==> src/ppu_defines.svh <==
/*
 * PPU writeback stage sizing
 * word and lane widths, bank geometry, requant constants
 */
`ifndef PPU_DEFINES_SVH
`define PPU_DEFINES_SVH

// packed psum word, two signed lanes
`define PPU_DATA_BITS   32
`define PPU_LANE_BITS   16

// bank geometry, both banks share it
`define PPU_DEPTH       64
`define PPU_ADDR_BITS   6
`define PPU_LEN_BITS    7    // lengths 1..64

// int8 requant constants
`define PPU_ZERO_POINT  128
`define PPU_QMAX        255

`endif
==> src/ppu_data_pkg.sv <==
/*
 * PPU datapath types
 * packed word, lane and byte types plus the lane select patterns
 */
package ppu_data_pkg;

    `include "ppu_defines.svh"

    typedef logic [`PPU_DATA_BITS-1:0]        word_t;
    typedef logic signed [`PPU_LANE_BITS-1:0] lane_t;  // one psum accumulation
    typedef logic [7:0]                       byte_t;  // quantized result

    // byte enable pattern, other codes behave as none
    typedef enum logic [3:0] {
        LANE_NONE  = 4'b0000,
        LANE_LOWER = 4'b0011,
        LANE_UPPER = 4'b1100,
        LANE_BOTH  = 4'b1111
    } lane_sel_t;

endpackage

==> src/ppu_ctrl_pkg.sv <==
/*
 * PPU controller types
 * tile sequencing state, opcodes and command field widths
 */
package ppu_ctrl_pkg;

    `include "ppu_defines.svh"

    typedef logic [`PPU_ADDR_BITS-1:0] addr_t;  // bank word address
    typedef logic [`PPU_LEN_BITS-1:0]  len_t;   // tile length / item count
    typedef logic [4:0]                shift_t; // requant right shift

    typedef enum logic [1:0] {
        ST_IDLE,
        ST_READ,    // one psum read per cycle
        ST_DRAIN    // waiting on last writes
    } tile_state_t;

    typedef enum logic [1:0] {
        OP_BYPASS       = 2'd0,  // raw copy
        OP_REQUANT      = 2'd1,
        OP_REQUANT_RELU = 2'd2
    } ppu_op_t;

endpackage

==> src/ppu_top.sv <==
/*
 * ppu_top
 * writeback stage: psum bank, tile controller, PPU and output bank
 */
`timescale 1ns/1ps

module ppu_top (
    input  logic                    clk,
    input  logic                    rst,
    input  logic                    psum_we,
    input  ppu_ctrl_pkg::addr_t     psum_addr,
    input  ppu_data_pkg::word_t     psum_wdata,
    input  logic                    start,
    input  ppu_ctrl_pkg::addr_t     src_base,
    input  ppu_ctrl_pkg::addr_t     dst_base,
    input  ppu_ctrl_pkg::len_t      tile_len,
    input  ppu_ctrl_pkg::shift_t    shift,
    input  ppu_ctrl_pkg::ppu_op_t   op,
    input  ppu_data_pkg::lane_sel_t lanes,
    output logic                    busy,
    output logic                    done,
    input  logic                    out_rd_en,
    input  ppu_ctrl_pkg::addr_t     out_rd_addr,
    output ppu_data_pkg::word_t     out_rd_data
);

    import ppu_ctrl_pkg::*;
    import ppu_data_pkg::*;

    logic      psum_rd_en;
    addr_t     psum_rd_addr;
    word_t     psum_rdata;
    logic      ppu_valid;
    shift_t    ppu_shift;
    ppu_op_t   ppu_op;
    lane_sel_t ppu_lanes;
    logic      ppu_out_valid;
    word_t     ppu_wdata;
    logic      wr_en;
    logic [3:0] wr_be;
    addr_t     wr_addr;

    // host loads whole words
    word_sram psum_bank (
        .clk   (clk),
        .we    (psum_we),
        .be    (4'b1111),
        .waddr (psum_addr),
        .wdata (psum_wdata),
        .re    (psum_rd_en),
        .raddr (psum_rd_addr),
        .rdata (psum_rdata)
    );

    ppu_ctrl u_ctrl (
        .clk           (clk),
        .rst           (rst),
        .start         (start),
        .src_base      (src_base),
        .dst_base      (dst_base),
        .tile_len      (tile_len),
        .shift_in      (shift),
        .op_in         (op),
        .lanes_in      (lanes),
        .rd_en         (psum_rd_en),
        .rd_addr       (psum_rd_addr),
        .ppu_valid     (ppu_valid),
        .shift         (ppu_shift),
        .op            (ppu_op),
        .lanes         (ppu_lanes),
        .ppu_out_valid (ppu_out_valid),
        .wr_en         (wr_en),
        .wr_be         (wr_be),
        .wr_addr       (wr_addr),
        .busy          (busy),
        .done          (done)
    );

    ppu u_ppu (
        .clk       (clk),
        .rst       (rst),
        .in_valid  (ppu_valid),
        .data_in   (psum_rdata),
        .shift     (ppu_shift),
        .op        (ppu_op),
        .lanes     (ppu_lanes),
        .out_valid (ppu_out_valid),
        .data_out  (ppu_wdata)
    );

    // written by the PPU, read back by the host
    word_sram out_bank (
        .clk   (clk),
        .we    (wr_en),
        .be    (wr_be),
        .waddr (wr_addr),
        .wdata (ppu_wdata),
        .re    (out_rd_en),
        .raddr (out_rd_addr),
        .rdata (out_rd_data)
    );

endmodule

==> src/ppu_ctrl.sv <==
/*
 * ppu_ctrl
 * tile sequencer: latches the command, streams psum reads,
 * issues masked output writes and pulses done after the last one
 */
`timescale 1ns/1ps

module ppu_ctrl (
    input  logic                    clk,
    input  logic                    rst,
    input  logic                    start,
    input  ppu_ctrl_pkg::addr_t     src_base,
    input  ppu_ctrl_pkg::addr_t     dst_base,
    input  ppu_ctrl_pkg::len_t      tile_len,
    input  ppu_ctrl_pkg::shift_t    shift_in,
    input  ppu_ctrl_pkg::ppu_op_t   op_in,
    input  ppu_data_pkg::lane_sel_t lanes_in,
    output logic                    rd_en,
    output ppu_ctrl_pkg::addr_t     rd_addr,
    output logic                    ppu_valid,
    output ppu_ctrl_pkg::shift_t    shift,
    output ppu_ctrl_pkg::ppu_op_t   op,
    output ppu_data_pkg::lane_sel_t lanes,
    input  logic                    ppu_out_valid,
    output logic                    wr_en,
    output logic [3:0]              wr_be,
    output ppu_ctrl_pkg::addr_t     wr_addr,
    output logic                    busy,
    output logic                    done
);

    import ppu_ctrl_pkg::*;
    import ppu_data_pkg::*;

    tile_state_t state;
    addr_t       src_q;
    addr_t       dst_q;
    len_t        len_q;
    len_t        rd_cnt;   // reads issued
    len_t        wr_cnt;   // writes landed
    logic        last_rd;

    assign last_rd = (rd_cnt == len_q - len_t'(1));

    always_ff @(posedge clk) begin
        if (rst) begin
            state     <= ST_IDLE;
            rd_cnt    <= '0;
            wr_cnt    <= '0;
            ppu_valid <= 1'b0;
        end else begin
            ppu_valid <= rd_en;  // matches the sram read latency
            if (wr_en) begin
                wr_cnt <= wr_cnt + len_t'(1);
            end
            case (state)
                ST_IDLE: begin
                    if (start) begin
                        state  <= ST_READ;
                        rd_cnt <= '0;
                        wr_cnt <= '0;
                    end
                end
                ST_READ: begin
                    rd_cnt <= rd_cnt + len_t'(1);
                    if (last_rd) begin
                        state <= ST_DRAIN;
                    end
                end
                ST_DRAIN: begin
                    if (done) begin
                        state <= ST_IDLE;
                    end
                end
                default: state <= ST_IDLE;
            endcase
        end
    end

    // tile fields, held for the whole tile
    always_ff @(posedge clk) begin
        if (state == ST_IDLE && start) begin
            src_q <= src_base;
            dst_q <= dst_base;
            len_q <= tile_len;
            shift <= shift_in;
            op    <= op_in;
            lanes <= lanes_in;
        end
    end

    assign rd_en   = (state == ST_READ);
    assign rd_addr = src_q + addr_t'(rd_cnt);  // wraps mod depth
    assign wr_en   = ppu_out_valid;
    assign wr_addr = dst_q + addr_t'(wr_cnt);
    assign busy    = (state != ST_IDLE);
    assign done    = (state == ST_DRAIN) && (wr_cnt == len_q);

    // byte enables, unknown patterns write nothing
    always_comb begin
        if (op == OP_BYPASS) begin
            wr_be = 4'b1111;
        end else begin
            case (lanes)
                LANE_LOWER, LANE_UPPER, LANE_BOTH: wr_be = lanes;
                default:                           wr_be = 4'b0000;
            endcase
        end
    end

endmodule

==> src/ppu.sv <==
/*
 * ppu
 * two lane requantize, optional ReLU, zero point and clamp to uint8
 * bypass passes the raw word, one output register stage
 */
`timescale 1ns/1ps
`include "ppu_defines.svh"

module ppu (
    input  logic                    clk,
    input  logic                    rst,
    input  logic                    in_valid,
    input  ppu_data_pkg::word_t     data_in,
    input  ppu_ctrl_pkg::shift_t    shift,
    input  ppu_ctrl_pkg::ppu_op_t   op,
    input  ppu_data_pkg::lane_sel_t lanes,
    output logic                    out_valid,
    output ppu_data_pkg::word_t     data_out
);

    import ppu_ctrl_pkg::*;
    import ppu_data_pkg::*;

    lane_t lane_down;
    lane_t lane_up;
    byte_t q_down;
    byte_t q_up;
    logic  relu_en;
    word_t packed_q;

    // shift, relu, +zp, clamp for one lane
    function automatic byte_t requant_lane(
        input lane_t  v,
        input shift_t sh,
        input logic   relu
    );
        lane_t                          shifted;
        logic signed [`PPU_LANE_BITS+1:0] acc;  // two guard bits for +zp
        shifted = v >>> sh;
        if (relu && shifted < 0) begin
            shifted = '0;
        end
        acc = {{2{shifted[`PPU_LANE_BITS-1]}}, shifted} + (`PPU_LANE_BITS+2)'(`PPU_ZERO_POINT);
        if (acc >= `PPU_QMAX) begin
            return byte_t'(`PPU_QMAX);  // saturate high
        end else if (acc <= 0) begin
            return '0;
        end
        return acc[7:0];
    endfunction

    assign relu_en = (op == OP_REQUANT_RELU);

    // lane masking from the select pattern
    always_comb begin
        case (lanes)
            LANE_BOTH: begin
                lane_down = data_in[15:0];
                lane_up   = data_in[31:16];
            end
            LANE_LOWER: begin
                lane_down = data_in[15:0];
                lane_up   = '0;
            end
            LANE_UPPER: begin
                lane_down = '0;
                lane_up   = data_in[31:16];
            end
            default: begin  // none or unknown pattern
                lane_down = '0;
                lane_up   = '0;
            end
        endcase
    end

    assign q_down   = requant_lane(lane_down, shift, relu_en);
    assign q_up     = requant_lane(lane_up, shift, relu_en);
    assign packed_q = {8'd0, q_up, 8'd0, q_down};  // uint8 in bytes 0 and 2

    always_ff @(posedge clk) begin
        if (rst) begin
            out_valid <= 1'b0;
        end else begin
            out_valid <= in_valid;
        end
    end

    // payload reg, no reset
    always_ff @(posedge clk) begin
        if (in_valid) begin
            data_out <= (op == OP_BYPASS) ? data_in : packed_q;
        end
    end

endmodule

==> src/word_sram.sv <==
/*
 * word_sram
 * single clock word memory with byte write enables and a registered read
 */
`timescale 1ns/1ps
`include "ppu_defines.svh"

module word_sram (
    input  logic                 clk,
    input  logic                 we,
    input  logic [3:0]           be,
    input  ppu_ctrl_pkg::addr_t  waddr,
    input  ppu_data_pkg::word_t  wdata,
    input  logic                 re,
    input  ppu_ctrl_pkg::addr_t  raddr,
    output ppu_data_pkg::word_t  rdata
);

    import ppu_data_pkg::*;

    word_t mem [`PPU_DEPTH];  // no reset on the array

    // byte lane writes
    always_ff @(posedge clk) begin
        if (we) begin
            for (int b = 0; b < 4; b++) begin
                if (be[b]) begin
                    mem[waddr][b*8 +: 8] <= wdata[b*8 +: 8];
                end
            end
        end
    end

    // read data lands next cycle
    always_ff @(posedge clk) begin
        if (re) begin
            rdata <= mem[raddr];
        end  // holds otherwise
    end

endmodule

==> config.mk <==
export PLATFORM = sky130hd
export DESIGN_NAME = ppu_top
export DESIGN_NICKNAME = d
export VERILOG_FILES = /design/src/ppu_data_pkg.sv /design/src/ppu_ctrl_pkg.sv /design/src/ppu_top.sv /design/src/ppu_ctrl.sv /design/src/ppu.sv /design/src/word_sram.sv
export VERILOG_INCLUDE_DIRS = /design/src
export SDC_FILE = /design/constraint.sdc
export NUM_CORES = 2
export LEC_CHECK = 0
export ABC_AREA = 1
export BUFFER_PORTS_ARGS = -buffer_cell sky130_fd_sc_hd__buf_2
export CAP_MARGIN = 20
export CORE_MARGIN = 2
export CORE_UTILIZATION = 25
export CTS_CLUSTER_DIAMETER = 60
export DETAILED_ROUTE_END_ITERATION = 8
export PLACE_DENSITY_LB_ADDON = 0.2
export SLEW_MARGIN = 10
export SYNTH_ARGS = -nofsm -noshare
export SYNTH_HDL_FRONTEND = slang
export SYNTH_SLANG_ARGS = --single-unit
==> constraint.sdc <==
create_clock -name clk -period 8.4 [get_ports clk]
set_input_delay 0.84 -clock clk [delete_from_list [all_inputs] [get_ports clk]]
set_output_delay 0.84 -clock clk [all_outputs]
set_load 0.01 [all_outputs]
-- After elaboration in Yosys (flattened, before gate mapping)
Memory sizes are Yosys's and may differ from the RTL's. A register that Yosys moved wholly into a read port is not among the register bits.
Index checks and enable logic that the tools add are counted.
- $add $sub $neg: 7
- magnitude comparators: 6
- eq/ne operators: 11
- shift operators: 2
- multiplexer cells: 40
- reductions and logical operators: 13
- operator list (kind ; number):
    16-bit two-way mux ; 4
    8-bit two-way mux ; 6
    16-bit by 9-bit adder with 17-bit output, second input constant ; 2
    17-bit by 9-bit greater-or-equal comparator with 1-bit output, second input constant ; 2
    17-bit by 1-bit less-or-equal comparator with 1-bit output, second input constant ; 2
    16-bit by 1-bit < comparator with 1-bit output, second input constant ; 2
    16-bit by 5-bit >>> shifter with 16-bit output ; 2
    7-bit two-way mux ; 4
    24-bit two-way mux ; 1
    1-bit two-way mux ; 18
    7-bit by 1-bit adder with 7-bit output, second input constant ; 2
    7-bit == test ; 2
    7-bit one-hot mux with 2 select lines ; 1
    6-bit adder ; 2
    4-bit == test, second input constant ; 2
    4-bit two-way mux ; 2
    7-bit by 1-bit subtractor with 7-bit output, second input constant ; 1
    2-bit two-way mux ; 3
    2-bit one-hot mux with 3 select lines ; 1
    2-bit == test, second input constant ; 2
    4-bit by 2-bit == test with 1-bit output, second input constant ; 1
    1-bit logical AND ; 4
    2-bit logical NOT ; 2
    2-bit inequality test, second input constant ; 2
    7 further kinds ; 9
- flip-flop bits (word level): 80
- bits in writable memories: 4096
- input port bits: 79
- output and inout port bits: 34
- memories kept: 2
- memory list (name ; depth ; width ; read ports ; clocked after memory_dff ; write ports ; line ; source):
    out_bank.mem ; 64 ; 32 ; 1 ; 1 ; 1 ; word_sram.sv:21 ; word_t mem [`PPU_DEPTH];
    psum_bank.mem ; 64 ; 32 ; 1 ; 1 ; 1 ; word_sram.sv:21 ;

-- Depth between registers and ports, before layout
- depth in word-level cells: 13
- gate-level depth with buffers: 27
- mapped depth without buffers: 27

-- Modules after synthesis
Synthesis repeated with hierarchy kept, for this count alone.
- cell total of the unflattened synthesis: 15065
- area, all modules: 174840.2 um^2
- by module, submodules not included (module ; instances ; cells each ; area an instance (um^2) ; sequential area each (um^2)):
    word_sram ; 2 ; 7053 ; 84121.9 ; 62459.9
    ppu ; 1 ; 695 ; 4150.2 ; 980.9
    ppu_ctrl ; 1 ; 263 ; 2442.3 ; 1241.2
    ppu_top ; 1 ; 1 ; 3.8 ; 0.0

-- Worst setup path after synthesis
Ideal clock, no wire load.
- kind: input to register
- start: input psum_we
- end: memory psum_bank.mem[10][0] (netlist name) (enable)
- library setup time: 0.461 ns
- arrival: 3.438 ns
- setup slack: 4.501 ns
- stages: 3
- path through: clkbuf_1 > inv_1 > nor3_1
- cells in the longest elaborated chain, start to end: 2
- RTL lines (element ; line ; source):
    start: declaration ; ppu_top.sv:10 ; input logic psum_we,
    1-bit two-way mux ; word_sram.sv:25 ; if (we) begin
    1-bit two-way mux (not written as such) ; word_sram.sv:28 ; mem[waddr][b*8 +: 8] <= wdata[b*8 +: 8];
    end: declaration ; word_sram.sv:21 ;
Every way passes these cells.

-- Worst setup path in the final report
- start: register u_ctrl.rd_cnt[0]
- end: register psum_bank.rdata[6] (read register of psum_bank.mem), data pin
- cells in the longest elaborated chain, start to end: 1
- RTL lines (element ; line ; source):
    start: declaration ; ppu_ctrl.sv:39 ; len_t rd_cnt;
    start signal: assignment ; ppu_ctrl.sv:65 ; rd_cnt <= rd_cnt + len_t'(1);
    6-bit adder ; ppu_ctrl.sv:93 ; assign rd_addr = src_q + addr_t'(rd_cnt);
    end: declaration ; word_sram.sv:16 ; output ppu_data_pkg::word_t rdata
Every way passes these cells.
A chain may end at the register's enable or synchronous reset.

==> metrics.yaml <==
run_status:
  status: "complete, no violations"
logic_synthesis:
  synthCells: 13000
  yosysWarnings: 0
  syn_area_um2: 170000
  async_flop_share_pct: 0
  ys_types: 55
  syn_area_per_cell_um2: 13.1
  synth_nets: 13100
  ys.flop_type: "edfxtp_1"
  ys_seq_area_share_pct: 74.6
  synth_seq_cells: 4240
  synth_edf_count: 4222
clock_network:
  clk_pin_slew_worst_paths_ns: 0.06
  cts_tree: "done"
  cts-root-buf: "clkbuf_16"
  htree_levels: 5
  clk_latency_ns: 1.05
  clockBufferDepth: 4
  cts_buffers: 446
  clock_sinks: 4240
  cts_resized: 0
route:
  drc_errors: 0
  wl_met2_um: 276000
  wl_met1_um: 259000
  antenna_left: 0
  firstDrtPassIters: 5
  wirelength_um: 580000
  wl_per_cell_um: 26.0
  vias: 108000
  maxUsedRoutingLayer: "met5"
  dr_wl_met3_um: 28100
  routed_via_density: 4.82
  initialDrtViolationCount: 11400
sta:
  setup_tns_ns: 0
  fin_crit_sh_pct: 55.9
  setup_violations: 0
  min_period_ns: 4.69
  fin_skew_ns: 0.0571
  max_freq_mhz: 213
  slew_headroom_pct: 11.0
  grt_setup_unrepaired: "no"
  tightest_slew_ns: 1.33
  hold_viol: 0
  whs_ns: 0.116
  finalMaxSlewViolations: 0
finish:
  final_cell_mix: "edfxtp_1, nor2_1, o21ai_0, o22ai_1, nand2_1"
  drive_gt1_share_pct: 10.9
  fin_area_um2: 196000
  area_growth_pct: 15.2
  final_nets: 13000
  final_common_cell: "edfxtp_1"
worst_setup_path:
  critPathKind: "reg2reg"
  cp_num_buf_inv: 1
  critPathLaunchType: "register"
  crit_path_end_kind: "register"
  cpPeakStageDelay_ns: 1.41
  cp.arrival_ns: 5.54
  crit_chain: "ha_4 -> fa_4 -> buf_12 -> o21ai_0 -> o32ai_1 -> mux2_2 -> nand2_1 -> a32oi_1 -> nand2_1 -> o21ai_0"
  critPathTopFamily: "adder cells"
  cp_max_fo: 198
  required_ns: 9.24
  slowest_stage: "fa_4"
placement:
  placed_area_um2: 182000
  io_buffers: 112
  dp_hpwl_um: 339000
  place_congestion: 0.820
floorplanning:
  io_pins: 113
  initial_utilization_pct: 25.1
  die_area_um2: 688000
  core_area_um2: 680000
  die_h_um: 830
  num_rows: 303
  die_w_um: 830
flow_run:
  drv_cap: 0
grt:
  overflow: 0
  grt_first_pass_wirelength_um: 811000
  antenna_found_initial: 31
  grt_max_degree: 199
  track_usage_pct: 16.1
  grt_pass1_vias: 103000
hold_path:
  hold_class: "in2reg"
pwr:
  leakage_nw: 60.5
  power_density_nw_per_um2: 250
  ir_drop_mv: 0.200
[cell usage after synthesis (all sizes together), types with 2 or more instances]
| master | n | share of area [%] |
|---|---|---|
| a21oi | 95 | 0.30 |
| or2 | 4 | 0.015 |
| o21ai | 1865 | 5.5 |
| ha | 17 | 0.12 |
| dfxtp | 18 | 0.21 |
| nand3 | 150 | 0.51 |
| o211ai | 4 | 0.018 |
| a211oi | 2 | 0.0088 |
| nor2 | 3352 | 7.5 |
| nand2 | 594 | 1.4 |
| xor2 | 17 | 0.087 |
| o22ai | 634 | 2.3 |
| nor4 | 3 | 0.011 |
| a221oi | 4 | 0.021 |
| a32oi | 33 | 0.17 |
| edfxtp | 4222 | 74 |
| xnor2 | 4 | 0.021 |
| mux2i | 2 | 0.012 |
| buf | 102 | 0.30 |
| and2 | 3 | 0.011 |
| o21bai | 3 | 0.013 |
| clkbuf | 826 | 1.8 |
| a32o | 32 | 0.19 |
| nor3 | 21 | 0.065 |
| fa | 2 | 0.023 |
| o32ai | 551 | 2.8 |
| clkinv | 4 | 0.012 |
| o31ai | 2 | 0.0088 |
| nand4 | 51 | 0.20 |
| inv | 120 | 0.27 |
| mux2 | 256 | 1.7 |
[power by group]
group | switching [mW] | total (mW) | internal, mW
logic | 4.27 | 5.83 | 1.56
registers | 0.135 | 23.6 | 23.4
clock network | 8.63 | 19.7 | 11.0
[layout make-up]
cell class	instances	area, um^2
diodes	39	97.6
clock inverters	277	2490
multi-input cells	7707	39800
repair buffers	390	3170
clock buffers	552	11700
inverters	124	510
flip-flops and latches	4240	127000
fillers	69300	484000
well taps	8997	11300
[sequential cells by signal, summed over array words and instances (netlist names)]
register,cells
out_bank.mem,2048
psum_bank.mem,2048
out_bank.rdata,32
psum_bank.rdata,32
u_ppu.data_out,32
u_ctrl.len_q,7
u_ctrl.rd_cnt,7
u_ctrl.wr_cnt,7
u_ctrl.dst_q,6
u_ctrl.src_q,6
u_ctrl.shift,5
u_ctrl.lanes,4
u_ctrl.op,2
u_ctrl.state,2
u_ctrl.ppu_valid,1
u_ppu.out_valid,1
[path summary, 6_finish.rpt]
check,from,end,slack [ns],depth (start not counted)
hold reg to reg,u_ctrl.wr_cnt[6]$_SDFF_PP0_,u_ctrl.wr_cnt[6]$_SDFF_PP0_,0.47,1
setup / recovery,u_ctrl.rd_cnt[0]$_SDFFE_PP0P_,psum_bank.rdata[6]$_DFFE_PP_,3.71,10
hold / removal,shift[3],u_ctrl.shift[3]$_DFFE_PP_,0.12,1
setup reg to reg,u_ctrl.rd_cnt[0]$_SDFFE_PP0P_,psum_bank.rdata[6]$_DFFE_PP_,3.71,10
[metrics by stage]
stage	power (mW)	setup WS (ns)	util, %	cells
3_3_place_gp	30.0	3.60	26.7	21400
6_report	49.1	3.71	28.9	22300
2_1_floorplan	27.2	4.50	-	13000
5_1_grt	50.7	3.49	28.8	22300
4_1_cts	49.6	3.69	28.8	22300
3_5_place_dp	30.0	3.62	26.7	21400
[timing repair]
| action | in CTS | in global routing |
|---|---|---|
| setup buffers | 0 | 0 |
| hold buffers | 13 | 0 |
| endpoints found under the hold margin | 13 | 0 |
[metal layers]
metal / track usage (%) / vias to the layer above
met3: 1.88 / 667
li1: - / 48400
met5: 0 / -
met1: 22.3 / 55500
met2: 26.7 / 3038
met4: 4.39 / 4
[worst reg2reg max path: stages (launching register included)]
cell     delay, ns
dfxtp_1       0.40
ha_4          0.21
fa_4          1.41
buf_12        0.59
o21ai_0       0.44
o32ai_1       0.24
mux2_2        0.37
nand2_1       0.09
a32oi_1       0.29
nand2_1       0.25
o21ai_0       0.21
[logic make-up (layout without fill, tap and decap cells)]
group / after synthesis / in the layout / share of synthesized area (%)
buf+inv: 1052 / 1343 / 2.39
simple gates: 4179 / 4179 / 9.65
mux: 258 / 258 / 1.70
compound gates: 3230 / 3230 / 11.4
fa+ha+maj: 19 / 19 / 0.148
xor+xnor: 21 / 21 / 0.108
other cells: 0 / 39 / 0
flops: 4240 / 4240 / 74.6
Power figures use the tool's default switching activity.
